## src/hdl/mm_config.svh

```systemverilog
`ifndef MM_CONFIG_SVH
`define MM_CONFIG_SVH

// lane count, fixed by the two-level fold tree
`define MM_LANES 4

// lane index width
`define MM_LANE_W 2

// words per bank per run
`define MM_DEPTH 64

// elements summed into one lane result
`define MM_ROW_LEN 8

// word width of banks and lane results
`define MM_DATA_W 32

// bank address width
`define MM_ADDR_W 6

// checksum width
`define MM_OUT_W 4

`endif

```

## src/hdl/mm_pkg.sv

```systemverilog
`default_nettype none

`include "mm_config.svh"

package mm_pkg;

    // read request, kernel to bank
    typedef struct packed
    {
        logic                  en;
        logic [`MM_ADDR_W-1:0] addr;
    } ram_rd_t;

    // lane result, kernel to fold
    typedef struct packed
    {
        logic                  strobe;
        logic [`MM_DATA_W-1:0] data;
    } lane_wr_t;

    // bank load from outside
    // mat is 0 for A, 1 for B
    typedef struct packed
    {
        logic                  valid;
        logic                  mat;
        logic [`MM_LANE_W-1:0] lane;
        logic [`MM_ADDR_W-1:0] addr;
        logic [`MM_DATA_W-1:0] data;
    } load_req_t;

endpackage

`default_nettype wire

```

## src/hdl/kernel_ram.sv

```systemverilog
`timescale 1ns/1ps
`default_nettype none

`include "mm_config.svh"

module kernel_ram
#(
    // {matrix select, lane}
    parameter int unsigned BANK_ID = 0
)
(
    input  wire                        ap_clk,
    input  wire                        arst_n,
    input  wire                        run_start,
    input  wire mm_pkg::load_req_t     load,
    input  wire mm_pkg::ram_rd_t       rd,
    output logic [`MM_DATA_W-1:0]      rd_data
);

    // two halves, indexed by {half, addr}
    logic [`MM_DATA_W-1:0] mem [2*`MM_DEPTH];

    // half that the kernel reads from
    logic active;

    logic load_hit;
    logic wr_half;

    // ############################
    // load side

    assign load_hit = load.valid &&
                      ({load.mat, load.lane} == (`MM_LANE_W+1)'(BANK_ID));

    // a load in the swap cycle lands in the half that is about to become shadow
    assign wr_half = run_start ? active : ~active;

    always_ff @(posedge ap_clk)
    begin
        if (load_hit)
        begin
            mem[{wr_half, load.addr}] <= load.data;
        end
    end

    // ############################
    // swap and read side

    always_ff @(posedge ap_clk or negedge arst_n)
    begin
        if (!arst_n)
        begin
            active <= 1'b0;
        end
        else if (run_start)
        begin
            active <= ~active;
        end
    end

    // one cycle read latency
    always_ff @(posedge ap_clk)
    begin
        if (rd.en)
        begin
            rd_data <= mem[{active, rd.addr}];
        end
    end

    // ############################
    // checks

    // loads must stay inside one half
    a_load_in_range: assert property (
        @(posedge ap_clk) disable iff (!arst_n)
        load_hit |-> (load.addr < `MM_DEPTH)
    );

endmodule

`default_nettype wire

```

## config.mk

```make
export PLATFORM = sky130hd
export DESIGN_NAME = kernel_ram
export DESIGN_NICKNAME = d
export VERILOG_FILES = /design/src/hdl/mm_pkg.sv /design/src/hdl/kernel_ram.sv
export VERILOG_INCLUDE_DIRS = /design/src /design/src/hdl
export SDC_FILE = /design/constraint.sdc
export NUM_CORES = 2
export LEC_CHECK = 0
export BUFFER_PORTS_ARGS = -buffer_cell sky130_fd_sc_hd__buf_2
export CORE_MARGIN = 3
export CORE_UTILIZATION = 30
export DETAILED_ROUTE_END_ITERATION = 6
export PLACE_DENSITY = 0.41
export SYNTH_ARGS = -nofsm -noshare
export SYNTH_HDL_FRONTEND = slang
export SYNTH_SLANG_ARGS = --single-unit
```

## constraint.sdc

```tcl
create_clock -name ap_clk -period 3.6 [get_ports ap_clk]
set_input_delay 0.72 -clock ap_clk [delete_from_list [all_inputs] [get_ports ap_clk]]
set_output_delay 0.72 -clock ap_clk [all_outputs]
set_load 0.01 [all_outputs]
```

==> impl_metrics.json <==
{
  "yosysUniqueCellTypes": 19,
  "drive_above_1_share": 0.402,
  "min_period_ps": 3110,
  "p_leak_nw": 58.3,
  "dpl-instance-area_um2": 175000,
  "placedCellCount": 13400,
  "dr.first_iter.drc_count": 8363,
  "vias": 72700,
  "gr-usage-all-layers": 0.188,
  "initial_core_util": 0.302,
  "hold_class": "in2reg",
  "clk_pin_slew_ps": 60,
  "netlist.area_leader.share": 0.792,
  "postLayoutCellArea_um2": 190000,
  "pre_cts_slack_ps": -544,
  "syn-instance-count": 5983,
  "path_cells": "buf_12, buf_12, buf_12, buf_12, buf_12, mux4_2, mux4_2, mux4_2, mux2_2",
  "die_h_um": 728,
  "synthSimpleGateAreaFrac": 0.00416,
  "cts_max_path_buffers": 4,
  "status": "completed",
  "fin_skew_ps": 79.9,
  "core_region_area_um2": 518000,
  "rsz0062_at_grt": "false",
  "syn_avg_cell_area_um2": 26.2,
  "min_period_over_period": 0.863,
  "dieArea_um2": 531000,
  "cts_tree": "yes",
  "cpPeakStageDelay_ps": 630,
  "slew-limit-headroom": 0.236,
  "cp_top_family": "multiplexers",
  "synth_top_family_by_area": "multiplexers",
  "cp.buffers_inverters": 5,
  "ys_warn_count": 0,
  "grt_pass1_wl_mm": 681,
  "cp-start-kind": "primary input",
  "dp_hpwl_mm": 308,
  "synth-adder-area-share": 0,
  "grt_pass1_vias": 75100,
  "setup-violations-final": 0,
  "h-tree-depth": 5,
  "area_growth_pct": 21.3,
  "yosysTopAreaCell": "edfxtp_1",
  "synth_xor_area_frac": 0.0000559,
  "synth_area_um2": 157000,
  "ant_nets": 0,
  "path_class": "in2reg",
  "synth_mux_area_frac": 0.196,
  "final.setup.tns_ps": 0,
  "row_count": 264,
  "overflow": 0,
  "maxCapViolCount": 0,
  "cp_common_cell": "buf_12",
  "drc": 0,
  "place.gp.congestion": 0.767,
  "synth-seq-area-share": 0.792,
  "insertion_delay_ps": 1010,
  "synth_compound_area_frac": 0,
  "tightest_slew_ps": 1150,
  "worstPathArrival_ps": 3850,
  "firstDrtPassIters": 6,
  "worst_ir_drop_vdd_mv": 0.413,
  "die_w_um": 728,
  "clockRootBuffer": "clkbuf_16",
  "layout.cells.non_filler": 14200,
  "yosys-top-cells-area": "edfxtp_1 (79%), mux4_2 (19%), clkbuf_1 (0.42%), nor2_1 (0.32%), buf_2 (0.24%)",
  "hold_slack_ps": 124,
  "cts_made_buffers": 447,
  "port_buffers": 83,
  "cts_resized": 0,
  "num-nets-final": 6957,
  "finalHoldViolations": 0,
  "crit_slowest_cell": "mux4_2",
  "worst-path-max-fanout": 16,
  "grt_max_degree": 129,
  "via_per_inst": 5.11,
  "p_per_area_nw_per_um2": 560,
  "worstPathRequired_ps": 4340,
  "max_freq_mhz": 322,
  "syn-num-nets": 6035,
  "report.final.slew_viol_count": 0,
  "antenna_found_initial": 58,
  "cp-end-kind": "register",
  "wl_per_cell_um": 35.4,
  "cts_sinks": 4129,
  "setup_ws_ps": 492,
  "synth-seq-cells": 4129,
  "io_pins": 84,
  "drt-total-wl_mm": 503
}
power breakdown:
part	switching (mW)	total [mW]	internal [mW]
registers	0.307	53.4	53.1
logic	4.34	7.13	2.79
clock network	19.2	45.9	26.7
total	23.9	106	82.6
registers in the layout (all words and copies together) (netlist names):
signal,count
mem,4096
rd_data,32
active,1
synth_stat cells:
library cell / instances
buf_2: 75
buf_4: 1
mux4_2: 1344
nand2_1: 18
dfrtp_1: 1
buf_6: 2
edfxtp_1: 4128
buf_1: 58
nor4_1: 1
inv_1: 1
nor2b_1: 4
mux2_2: 32
nor2_1: 132
and2_1: 2
nor4b_1: 1
nand2b_1: 1
xor2_1: 1
nand3_1: 6
clkbuf_1: 175
final timing paths:
check                           startpoint           end  slack, ps  cells past startpoint
worst max-delay path                 rd[0]   rd_data[18]        490                      9
worst min-delay path               load[2]    mem[37][2]        120                      1
worst max register to register      active  mem[103][29]        620                      7
worst min register to register      active        active        870                      1
max in group asynchronous           arst_n        active       2880                      3
min in group asynchronous           arst_n        active        590                      3
cells in the final DEF (no fill, tap or decap), types with 2 or more instances in the layout:
cell	count
and2_1	2
buf_12	356
buf_2	44
buf_4	376
buf_8	3
bufinv_16	52
clkbuf_1	82
clkbuf_16	452
clkinv_1	112
clkinv_16	8
clkinv_2	85
clkinv_4	4
clkinv_8	5
clkinvlp_4	12
diode_2	32
dlygate4sd3_1	4
edfxtp_1	4128
inv_16	3
inv_6	7
mux2_2	32
mux4_2	1344
nand2_1	12
nand2_2	6
nand3_1	4
nand3_2	2
nor2_1	4
nor2_4	128
nor2b_1	4
per-stage QoR:
stage          power [mW]  utilization
3_3_place_gp         61.8        0.338
4_1_cts               108        0.366
5_1_grt               110        0.366
3_5_place_dp         61.8        0.338
2_1_floorplan        57.0            -
6_report              106        0.366
per-layer routing:
metal / global-route usage / up-vias / routed length (µm) / part of all wire
met5: 0 / - / 75 / 0.00015
met4: 0.0346 / 12 / 9850 / 0.020
met3: 0.0262 / 512 / 27500 / 0.055
met2: 0.305 / 2215 / 240000 / 0.48
met1: 0.273 / 41600 / 225000 / 0.45
li1: - / 28400 / - / -
area by class of cell:
class / instances / area, µm²
clock buffer: 534 / 11600
antenna: 32 / 80.1
inverter: 1 / 3.75
sequential: 4129 / 124000
tap: 6916 / 8650
multi-input combinational: 1542 / 32300
clock inverter: 288 / 2980
fill: 46500 / 328000
timing repair buffer: 784 / 10300
worst reg2reg max path, cell delays in order, from the launching register on:
cell and delay, ps:
dfrtp_4 500, xor2_1 340, nor2_1 260, buf_4 200, nand2_1 110, buf_12 180
nor2_4 700, buf_12 310
cell families (layout without fill, tap and decap cells):
group         Yosys count  after routing
xor+xnor                1              1
buf+inv               312           1607
flops                4129           4129
mux                  1376           1376
other cells             0             32
simple gates          165            165
what timing repair did:
item,4_1_cts,5_1_grt
endpoints found under the hold margin,10,0
hold buffers,4,0
endpoints found under the setup margin,0,0
setup buffers,0,0
(Power assumes the default switching activity.)
