$ cat config.mk
export PLATFORM = sky130hd
export DESIGN_NAME = xor_fold
export DESIGN_NICKNAME = d
export VERILOG_FILES = /design/src/hdl/mm_pkg.sv /design/src/hdl/xor_fold.sv
export VERILOG_INCLUDE_DIRS = /design/src /design/src/hdl
export SDC_FILE = /design/constraint.sdc
export NUM_CORES = 1
export LEC_CHECK = 0
export ABC_AREA = 1
export BUFFER_PORTS_ARGS = -buffer_cell sky130_fd_sc_hd__buf_2
export CAP_MARGIN = 0
export CORE_ASPECT_RATIO = 1.5
export CORE_MARGIN = 2
export CORE_UTILIZATION = 35
export CTS_CLUSTER_DIAMETER = 60
export CTS_CLUSTER_SIZE = 8
export DETAILED_ROUTE_END_ITERATION = 16
export SLEW_MARGIN = 20
export SYNTH_ARGS = -nofsm -noshare
export SYNTH_HDL_FRONTEND = slang
export SYNTH_SLANG_ARGS = --single-unit
$ cat constraint.sdc
create_clock -name ap_clk -period 0.9 [get_ports ap_clk]
set_input_delay 0.09 -clock ap_clk [delete_from_list [all_inputs] [get_ports ap_clk]]
set_output_delay 0.09 -clock ap_clk [all_outputs]
set_load 0.005 [all_outputs]
$ cat src/hdl/mm_config.svh
`ifndef MM_CONFIG_SVH
`define MM_CONFIG_SVH

// lane count, fixed by the two-level fold tree
`define MM_LANES 4

// lane index width
`define MM_LANE_W 2

// words per bank per run
`define MM_DEPTH 64

// elements summed into one lane result
`define MM_ROW_LEN 8

// word width of banks and lane results
`define MM_DATA_W 32

// bank address width
`define MM_ADDR_W 6

// checksum width
`define MM_OUT_W 4

`endif

$ cat src/hdl/mm_pkg.sv
`default_nettype none

`include "mm_config.svh"

package mm_pkg;

    // read request, kernel to bank
    typedef struct packed
    {
        logic                  en;
        logic [`MM_ADDR_W-1:0] addr;
    } ram_rd_t;

    // lane result, kernel to fold
    typedef struct packed
    {
        logic                  strobe;
        logic [`MM_DATA_W-1:0] data;
    } lane_wr_t;

    // bank load from outside
    // mat is 0 for A, 1 for B
    typedef struct packed
    {
        logic                  valid;
        logic                  mat;
        logic [`MM_LANE_W-1:0] lane;
        logic [`MM_ADDR_W-1:0] addr;
        logic [`MM_DATA_W-1:0] data;
    } load_req_t;

endpackage

`default_nettype wire

$ cat src/hdl/xor_fold.sv
`timescale 1ns/1ps
`default_nettype none

`include "mm_config.svh"

module xor_fold
(
    input  wire                                 ap_clk,
    input  wire                                 arst_n,
    input  wire mm_pkg::lane_wr_t [`MM_LANES-1:0] lane_wr,
    output logic [`MM_OUT_W-1:0]                data_out,
    output logic                                data_valid
);

    localparam int BYTE_W = 8;

    logic [`MM_LANES-1:0] wr_vec;

    logic [`MM_LANES-1:0] v1;
    logic [BYTE_W-1:0]    x1 [`MM_LANES];
    logic [1:0]           v2;
    logic [BYTE_W-1:0]    x2 [2];
    logic                 v3;
    logic [BYTE_W-1:0]    x3;

    function automatic logic [BYTE_W-1:0] fold_word(input logic [`MM_DATA_W-1:0] w);
        logic [BYTE_W-1:0] r;
        r = '0;
        for (int b = 0; b < `MM_DATA_W / BYTE_W; b++)
            r = r ^ w[b*BYTE_W +: BYTE_W];
        return r;
    endfunction

    // 2-to-1 select/xor by valid mask
    function automatic logic [BYTE_W-1:0] pick_xor(input logic [1:0] v,
                                                   input logic [BYTE_W-1:0] lo,
                                                   input logic [BYTE_W-1:0] hi);
        case (v)
            2'b01:   return lo;
            2'b10:   return hi;
            2'b11:   return lo ^ hi;
            default: return '0;
        endcase
    endfunction

    always_comb
    begin
        for (int i = 0; i < `MM_LANES; i++)
            wr_vec[i] = lane_wr[i].strobe;
    end

    // ############################
    // valids

    always_ff @(posedge ap_clk or negedge arst_n)
    begin
        if (!arst_n)
        begin
            v1         <= '0;
            v2         <= '0;
            v3         <= 1'b0;
            data_valid <= 1'b0;
        end
        else
        begin
            v1         <= wr_vec;
            v2[0]      <= v1[0] | v1[1];
            v2[1]      <= v1[2] | v1[3];
            v3         <= |v2;
            data_valid <= v3;
        end
    end

    // ############################
    // data

    always_ff @(posedge ap_clk)
    begin
        for (int i = 0; i < `MM_LANES; i++)
            x1[i] <= fold_word(lane_wr[i].data);
        x2[0]    <= pick_xor(v1[1:0], x1[0], x1[1]);
        x2[1]    <= pick_xor(v1[3:2], x1[2], x1[3]);
        x3       <= pick_xor(v2, x2[0], x2[1]);
        data_out <= x3[BYTE_W-1:`MM_OUT_W] ^ x3[`MM_OUT_W-1:0];
    end

    a_valid_has_source: assert property (
        @(posedge ap_clk) disable iff (!arst_n)
        data_valid |-> $past(|wr_vec, 4)
    );

endmodule

`default_nettype wire

==> results.toml, run 1 <==
[status]
outcome = "completed"

[hold_path]
hp-class = "input port to register"

[synthesis]
synth_ff_type = "dfxtp_1"
synth_fp_nets = 767
synth.top_cell.area_share_pct = 31.0
ys_ff_latch = 68
synth_cell_types = 10
syn-instance-count = 633
synth_edf_count = 0
postSynthAreaPerCell_um2 = 6.13
yosysMostFrequentCell = "nand2_1"
synth_area_leaders = "dfxtp_1, nand2_1, inv_1, xnor2_1, xor2_1"
netlist.top_cell.by_area = "dfxtp_1"
yosys_warnings = 0
synth_common_cells = "nand2_1, inv_1, nor2_1"
yosysSeqAreaShare_pct = 36.1
async_flop_share_pct = 11.8
synth_area_um2 = 3880

[floorplan]
fp.dieW_um = 90.0
coreArea_um2 = 10900
placementRows = 47
fp.dieH_um = 133
pin_count = 139
start_util_pct = 35.5
dieArea_um2 = 12000

[global_routing]
grt_pass1_vias = 3642
antenna_found_initial = 0
overflow = 0
grt_pass1_wl_mm = 14.2
grtUsageTotal_pct = 14.5
grt_max_degree = 11

[critical_path]
crit_chain = "buf_2"
path_buf_inv = 1
cp.arrival_ns = 0.79
start_kind = "register"
crit_path_max_fanout = 1
cp-end-kind = "primary output"
cp.required_ns = 0.81
slowest_stage = "dfrtp_1"
crit_type = "register to primary output"
slowest_delay_ns = 0.35
cp_top_family = "flip-flops"

[timing]
max_slew_margin_pct = 87.6
fin_crit_sh_pct = 97.3
fin_hold_ws_ns = 0.0685
worst_slew_pin_slew_ns = 0.185
max_freq_ghz = 1.14
period_needed_ns = 0.875
slew_viol_final = 0
setup_violations = 0
finClkSkew_ns = 0.00352
rsz0062_at_grt = "yes"
hold_violations = 0

[cts]
root_buffer = "clkbuf_16"
htree_num_levels = 3
cts_buffer_depth = 2
postCtsSetupBuffers = 0
clk_latency_ns = 0.32
clkTransAtPathRegs_ns = 0.05
cts_num_sinks = 68
tritoncts = "yes"
cts_made_buffers = 9

[layout]
finalNetCount = 915
drive_above_1_share_pct = 20.2
multi_input_area_um2 = 1930
fillCellCount = 1178
final_area_um2 = 5030
area_growth_pct = 29.6
final-seq-area_um2 = 1410
antenna-diode-count = 0

[detailed_routing]
vias = 3772
first_iter_violations = 137
avgViaCountPerCell = 4.04
routedWlPerCell_um = 8.96
dr.pass1.iters = 6
totalWireLength_mm = 8.36
drc = 0
ant_nets = 0

[power]
p_total_mw = 8.62
peakVddDrop_mv = 0.693
total_leakage_power_nw = 3.11
powerDensity_nw_per_um2 = 1720

[placement]
io_buffers = 138
hpwl_mm = 6.94
routabilityCongestion = 0.757
dpl_cell_area_um2 = 4690

[job]
cap_violations = 0
-- cells in the final DEF, fill, tap and decap left out --
cell type      count
xnor2_1           32
or2_1              3
clkbuf_1           3
clkinv_2           1
inv_1            128
clkbuf_16          9
buf_2            138
xor2_1            28
dlygate4sd3_1      5
dfxtp_1           60
clkbuf_8           3
dfrtp_1            2
nand2_1          302
dfrtp_2            6
nand2_2            2
nor2_1            64
-- power breakdown --
group	internal [mW]	total, mW	leakage, nW	switching, mW
Combinational	0.795	1.63	2.39	0.837
Clock	2.09	3.22	0.140	1.13
Sequential	3.56	3.77	0.585	0.210
-- final cells by class --
cell class                 count  area share (%)
inverter                     128            9.56
clock buffer                  15            5.53
clock inverter                 1          0.0996
multi-input combinational    431            38.4
sequential                    68            28.0
timing repair buffer         143            14.7
tap                          147            3.66
-- flip-flops by register name, indices dropped and copies added (netlist names) --
register / cells
v1: 4
x2: 16
x3: 8
x1: 32
v2: 2
v3: 1
data_valid: 1
data_out: 4
-- worst min-delay path, stage by stage --
cell,delay [ns]
buf_2,0.11
xnor2_1,0.06
nand2_1,0.05
nand2_1,0.04
-- cells by family after synthesis --
group,after synthesis,synth area share (%)
simple gates,371,36.2
xor+xnor,60,13.5
flops,68,36.1
buf+inv,134,14.1
-- worst paths after layout --
check / end / slack [ns] / start / depth (start not counted)
max: data_valid / 0.02 / data_valid / 1
min: x1[2][3] / 0.07 / lane_wr[93] / 4
max reg2reg: v2[1] / 0.08 / v1[3] / 1
min reg2reg: data_valid / 0.35 / v3 / 0
max in group asynchronous: v2[1] / 0.58 / arst_n / 2
min in group asynchronous: data_valid / 0.14 / arst_n / 2
-- layer usage --
layer	track usage, %	wire, µm
met5	0	0
met4	5.98	150
met3	3.42	333
met2	28.6	4640
met1	14.1	3240
-- what timing repair did --
action                                 CTS  global route
endpoints found under the hold margin   12             0
hold buffers                             5             0
resized for setup                        0             6
setup endpoints to repair                0            25
-- stage by stage --
| stage | utilization [%] | setup TNS [ns] | std cells | worst slack, ns |
|---|---|---|---|---|
| floorplan | - | 0 | 633 | 0.0935 |
| global placement | 42.9 | 0 | 912 | 0.0365 |
| detailed placement | 42.9 | 0 | 912 | 0.0157 |
| CTS | 45.9 | 0 | 933 | 0.00359 |
| global route | 46.0 | -0.0118 | 933 | -0.0118 |
| finish | 46.0 | 0 | 933 | 0.0245 |
Power figures use the tool's default switching activity.
==> inputs of run 2 (changes only) <==
--- a/config.mk
+++ b/config.mk
@@ -9,12 +9,12 @@
 export ABC_AREA = 1
 export BUFFER_PORTS_ARGS = -buffer_cell sky130_fd_sc_hd__buf_2
 export CAP_MARGIN = 0
-export CORE_ASPECT_RATIO = 1.5
 export CORE_MARGIN = 2
 export CORE_UTILIZATION = 35
 export CTS_CLUSTER_DIAMETER = 60
 export CTS_CLUSTER_SIZE = 8
 export DETAILED_ROUTE_END_ITERATION = 16
+export GPL_ROUTABILITY_DRIVEN = 0
 export SLEW_MARGIN = 20
 export SYNTH_ARGS = -nofsm -noshare
 export SYNTH_HDL_FRONTEND = slang
==> results.toml, run 2 (same netlist as run 1, synthesis figures left out) <==
[status]
outcome = "finished, violations left"
violations = "setup timing"

[cts]
tritoncts = "yes"
clkTransAtPathRegs_ns = 0.07
cts_buffer_depth = 2
clk_latency_ns = 0.33
htree_num_levels = 3
root_buffer = "clkbuf_8"
cts_made_buffers = 9
cts_num_sinks = 68
postCtsSetupBuffers = 0

[detailed_routing]
first_iter_violations = 87
vias = 3713
drc = 0
avgViaCountPerCell = 4.01
dr.pass1.iters = 4
totalWireLength_mm = 7.68
ant_nets = 0
routedWlPerCell_um = 8.30

[critical_path]
cp_top_family = "flip-flops"
crit_chain = "buf_2"
cp.arrival_ns = 0.81
crit_type = "register to primary output"
path_buf_inv = 1
slowest_stage = "dfrtp_1"
crit_path_max_fanout = 1
slowest_delay_ns = 0.36
start_kind = "register"
cp-end-kind = "primary output"
cp.required_ns = 0.81

[layout]
final_area_um2 = 4960
final_core_util_pct = 45.8
drive_above_1_share_pct = 20.5
layout_commonest_cell = "nand2_1"
area_growth_pct = 27.8
largest_register_ffs = 32
layout_common_cells = "nand2_1, buf_2, inv_1, nor2_1, dfxtp_1"
antenna-diode-count = 0
top_regs = "x1 (32), x2 (16), x3 (8)"
layoutNonFillerInstCount = 925
finalNetCount = 915
regMostFlops = "x1"

[timing]
setup_tns_ns = -0.00284
setup_slack_ns = -0.00284
max_slew_margin_pct = 85.5
setup_violations = 1
rsz0062_at_grt = "yes"
finClkSkew_ns = 0.00724
slew_viol_final = 0
max_freq_ghz = 1.11
worst_slew_pin_slew_ns = 0.218
period_needed_ns = 0.903
fin_crit_sh_pct = 100
hold_violations = 0
fin_hold_ws_ns = 0.0587

[power]
peakVddDrop_mv = 1.03
powerDensity_nw_per_um2 = 1640
total_leakage_power_nw = 3.08
p_total_mw = 8.12

[global_routing]
grt_max_degree = 12
overflow = 0
grt_pass1_wl_mm = 12.5
grt_pass1_vias = 3340
antenna_found_initial = 0
grtUsageTotal_pct = 13.1

[placement]
place_inst = 905
dpl_cell_area_um2 = 4680
io_buffers = 138
hpwl_mm = 6.51
place_ws_ns = 0.00800

[floorplan]
start_util_pct = 35.8
pin_count = 139
placementRows = 38
fp.dieH_um = 109
coreArea_um2 = 10800
fp.dieW_um = 109
dieArea_um2 = 11900

[job]
cap_violations = 0

[hold_path]
hp-class = "input port to register"
-- run 2: cell count changes in the layout (fill, tap and decap cells not counted), sizes merged --
cell      change
clkbuf        -4
bufinv        +2
clkinvlp      +1
-- run 2: timing repair --
action / in CTS / in global routing
hold buffers: 5 / 0
hold endpoints to repair: 12 / 0
endpoints found under the setup margin: 4 / 17
gates resized for setup: 2 / 4
-- run 2: routing by layer --
layer  share of wire (%)  up-vias  GRT usage (%)
met1                  44     1555           14.1
met4                 1.4        0           5.33
met5                   0        -              0
met3                 5.0        9           2.61
li1                    -     2070              -
met2                  50       79           25.1
-- run 2: path summary, 6_finish.rpt --
kind	from	endpoint	slack (ns)	depth (start not counted)
setup reg to reg	v1[1]	v2[0]	0.07	1
setup / recovery	data_valid	data_valid	-0.003	1
max in group asynchronous	arst_n	v2[0]	0.56	2
min in group asynchronous	arst_n	v1[1]	0.13	2
hold / removal	lane_wr[96]	x1[2][6]	0.06	4
hold reg to reg	v3	data_valid	0.36	0
-- run 2: area by class of cell --
type / instances / area [µm²]
Tap cell: 140 / 175
Timing Repair Buffer: 143 / 741
Inverter: 128 / 480
Multi-Input combinational cell: 431 / 1930
Clock buffer: 11 / 151
Clock inverter: 4 / 72.6
Sequential cell: 68 / 1410
Fill cell: 1118 / 5880
-- run 2: report_power, final --
part / leakage [nW] / internal [mW] / total [mW] / switching [mW]
combinational: 2.39 / 0.795 / 1.62 / 0.829
sequential: 0.585 / 3.56 / 3.76 / 0.205
clock: 0.111 / 1.69 / 2.74 / 1.05
==> inputs of run 3 (changes only) <==
--- a/config.mk
+++ b/config.mk
@@ -15,6 +15,7 @@
 export CTS_CLUSTER_SIZE = 8
 export DETAILED_ROUTE_END_ITERATION = 16
 export GPL_ROUTABILITY_DRIVEN = 0
+export GPL_TIMING_DRIVEN = 0
 export SLEW_MARGIN = 20
 export SYNTH_ARGS = -nofsm -noshare
 export SYNTH_HDL_FRONTEND = slang
==> constraint.sdc (replaced) <==
create_clock -name ap_clk -period 0.9 [get_ports ap_clk]
set_input_delay 0.09 -clock ap_clk [delete_from_list [all_inputs] [get_ports ap_clk]]
set_output_delay 0.09 -clock ap_clk [all_outputs]
set_load 0.02 [all_outputs]
==> results.toml, run 3 (same netlist as run 1, synthesis figures left out) <==
[timing]
fin_hold_ws_ns = 0.0582
rsz0062_at_grt = "yes"
worst_slew_pin_slew_ns = 0.184
hold_violations = 0
slew_viol_final = 0
period_needed_ns = 0.917
finClkSkew_ns = 0.00776
max_slew_margin_pct = 87.7
fin_crit_sh_pct = 102
setup_tns_ns = -0.0167
setup_slack_ns = -0.0167
setup_violations = 1
max_freq_ghz = 1.09

[critical_path]
start_kind = "register"
rr_worst_depth = 2
cp-end-kind = "primary output"
crit_path_max_fanout = 1
crit_type = "register to primary output"
slowest_delay_ns = 0.37
slowest_stage = "dfrtp_1"
rr_startpoint = "v1[3]"
cp_top_family = "flip-flops"
crit_chain = "buf_6"
cp.arrival_ns = 0.83
path_buf_inv = 1
r2r-end = "v2[1]"
cp.required_ns = 0.81
regToRegSetupSlack_ns = 0.05
path_depth = 1

[global_routing]
grt_pass1_vias = 3256
grtUsageTotal_pct = 12.1
overflow = 0
antenna_found_initial = 0
grt_pass1_wl_mm = 11.7
grt_max_degree = 12

[cts]
clkTransAtPathRegs_ns = 0.07
cts_num_sinks = 68
cts_made_buffers = 9
tritoncts = "yes"
clk_latency_ns = 0.33
root_buffer = "clkbuf_8"
postCtsSetupBuffers = 0
cts_buffer_depth = 2
htree_num_levels = 3

[power]
p_sw_mw = 2.19
powerDensity_nw_per_um2 = 1610
internal_power_mw = 5.92
clkPwrFrac_pct = 30.3
total_leakage_power_nw = 3.13
swShare_pct = 27.0
pwr-share-seq_pct = 46.3
peakVddDrop_mv = 0.891
combinationalPowerShare_pct = 23.3

[layout]
final_core_util_pct = 46.4
antenna-diode-count = 0
layout_common_cells = "nand2_1, buf_2, inv_1, nor2_1, dfxtp_1"
layout_commonest_cell = "nand2_1"
layoutNonFillerInstCount = 932
regMostFlops = "x1"
finalNetCount = 921
largest_register_ffs = 32
drive_above_1_share_pct = 20.7
top_regs = "x1 (32), x2 (16), x3 (8)"
area_growth_pct = 29.7

[placement]
place_inst = 911
io_buffers = 138
hpwl_mm = 6.24
place_ws_ns = 0.0591

[detailed_routing]
drc = 0
routedWlPerCell_um = 7.93
dr.pass1.iters = 6
vias = 3739
avgViaCountPerCell = 4.01
first_iter_violations = 77
ant_nets = 0
totalWireLength_mm = 7.39

[hold_path]
min_to = "x1[1][7]"
holdCritStartpoint = "lane_wr[64]"
hp-class = "input port to register"
whs_path_depth = 4

[status]
violations = "setup timing"
outcome = "finished, violations left"

[floorplan]
coreArea_um2 = 10800
fp.dieH_um = 109
placementRows = 38
dieArea_um2 = 11900
pin_count = 139
start_util_pct = 35.8
fp.dieW_um = 109

[job]
cap_violations = 0
[run 3: worst max path at each step]
stage / from / endpoint / slack (ns)
after floorplan: v1[3] / v2[1] / 0.09
after global placement: v1[2] / x2[0][12] / 0.06
after detailed placement: v1[3] / v2[1] / 0.06
after CTS: data_valid / data_valid / -0.04
after global routing: data_valid / data_valid / -0.06
final: data_valid / data_valid / -0.02
[run 3: per-layer routing]
layer	track usage, %	share of wire (%)	up-vias
met3	3.73	5.8	8
met2	24.4	51	86
met1	11.8	42	1565
li1	-	-	2080
met5	0	0	-
met4	3.16	1.0	0
[run 3: repair_timing]
action,in CTS,in global routing
endpoints found under the setup margin,4,5
pin swaps,0,0
resized for setup,7,6
hold buffers,5,0
endpoints found under the hold margin,12,0
[run 3: through the flow]
stage          power, mW  instance area (µm²)
2_1_floorplan       4.86                 3880
3_3_place_gp        5.51                 4750
3_5_place_dp        5.59                 4750
4_1_cts             8.19                 5020
5_1_grt             8.66                 5030
6_report            8.11                 5030
[run 3: area by class of cell]
type	count	area (µm²)
Buffer	6	67.6
Clock buffer	12	155
Clock inverter	4	47.5
Fill cell	1104	5810
Inverter	128	480
Multi-Input combinational cell	431	1930
Sequential cell	68	1410
Tap cell	140	175
Timing Repair Buffer	143	772
[run 3: power by group through the flow]
stage | Sequential (mW) | Combinational (mW) | Clock (mW)
floorplan | 3.87 | 0.997 | 0
global placement | 3.78 | 1.73 | 0
detailed placement | 3.80 | 1.80 | 0
CTS | 3.74 | 1.87 | 2.58
global route | 3.80 | 2.16 | 2.70
finish | 3.76 | 1.89 | 2.46
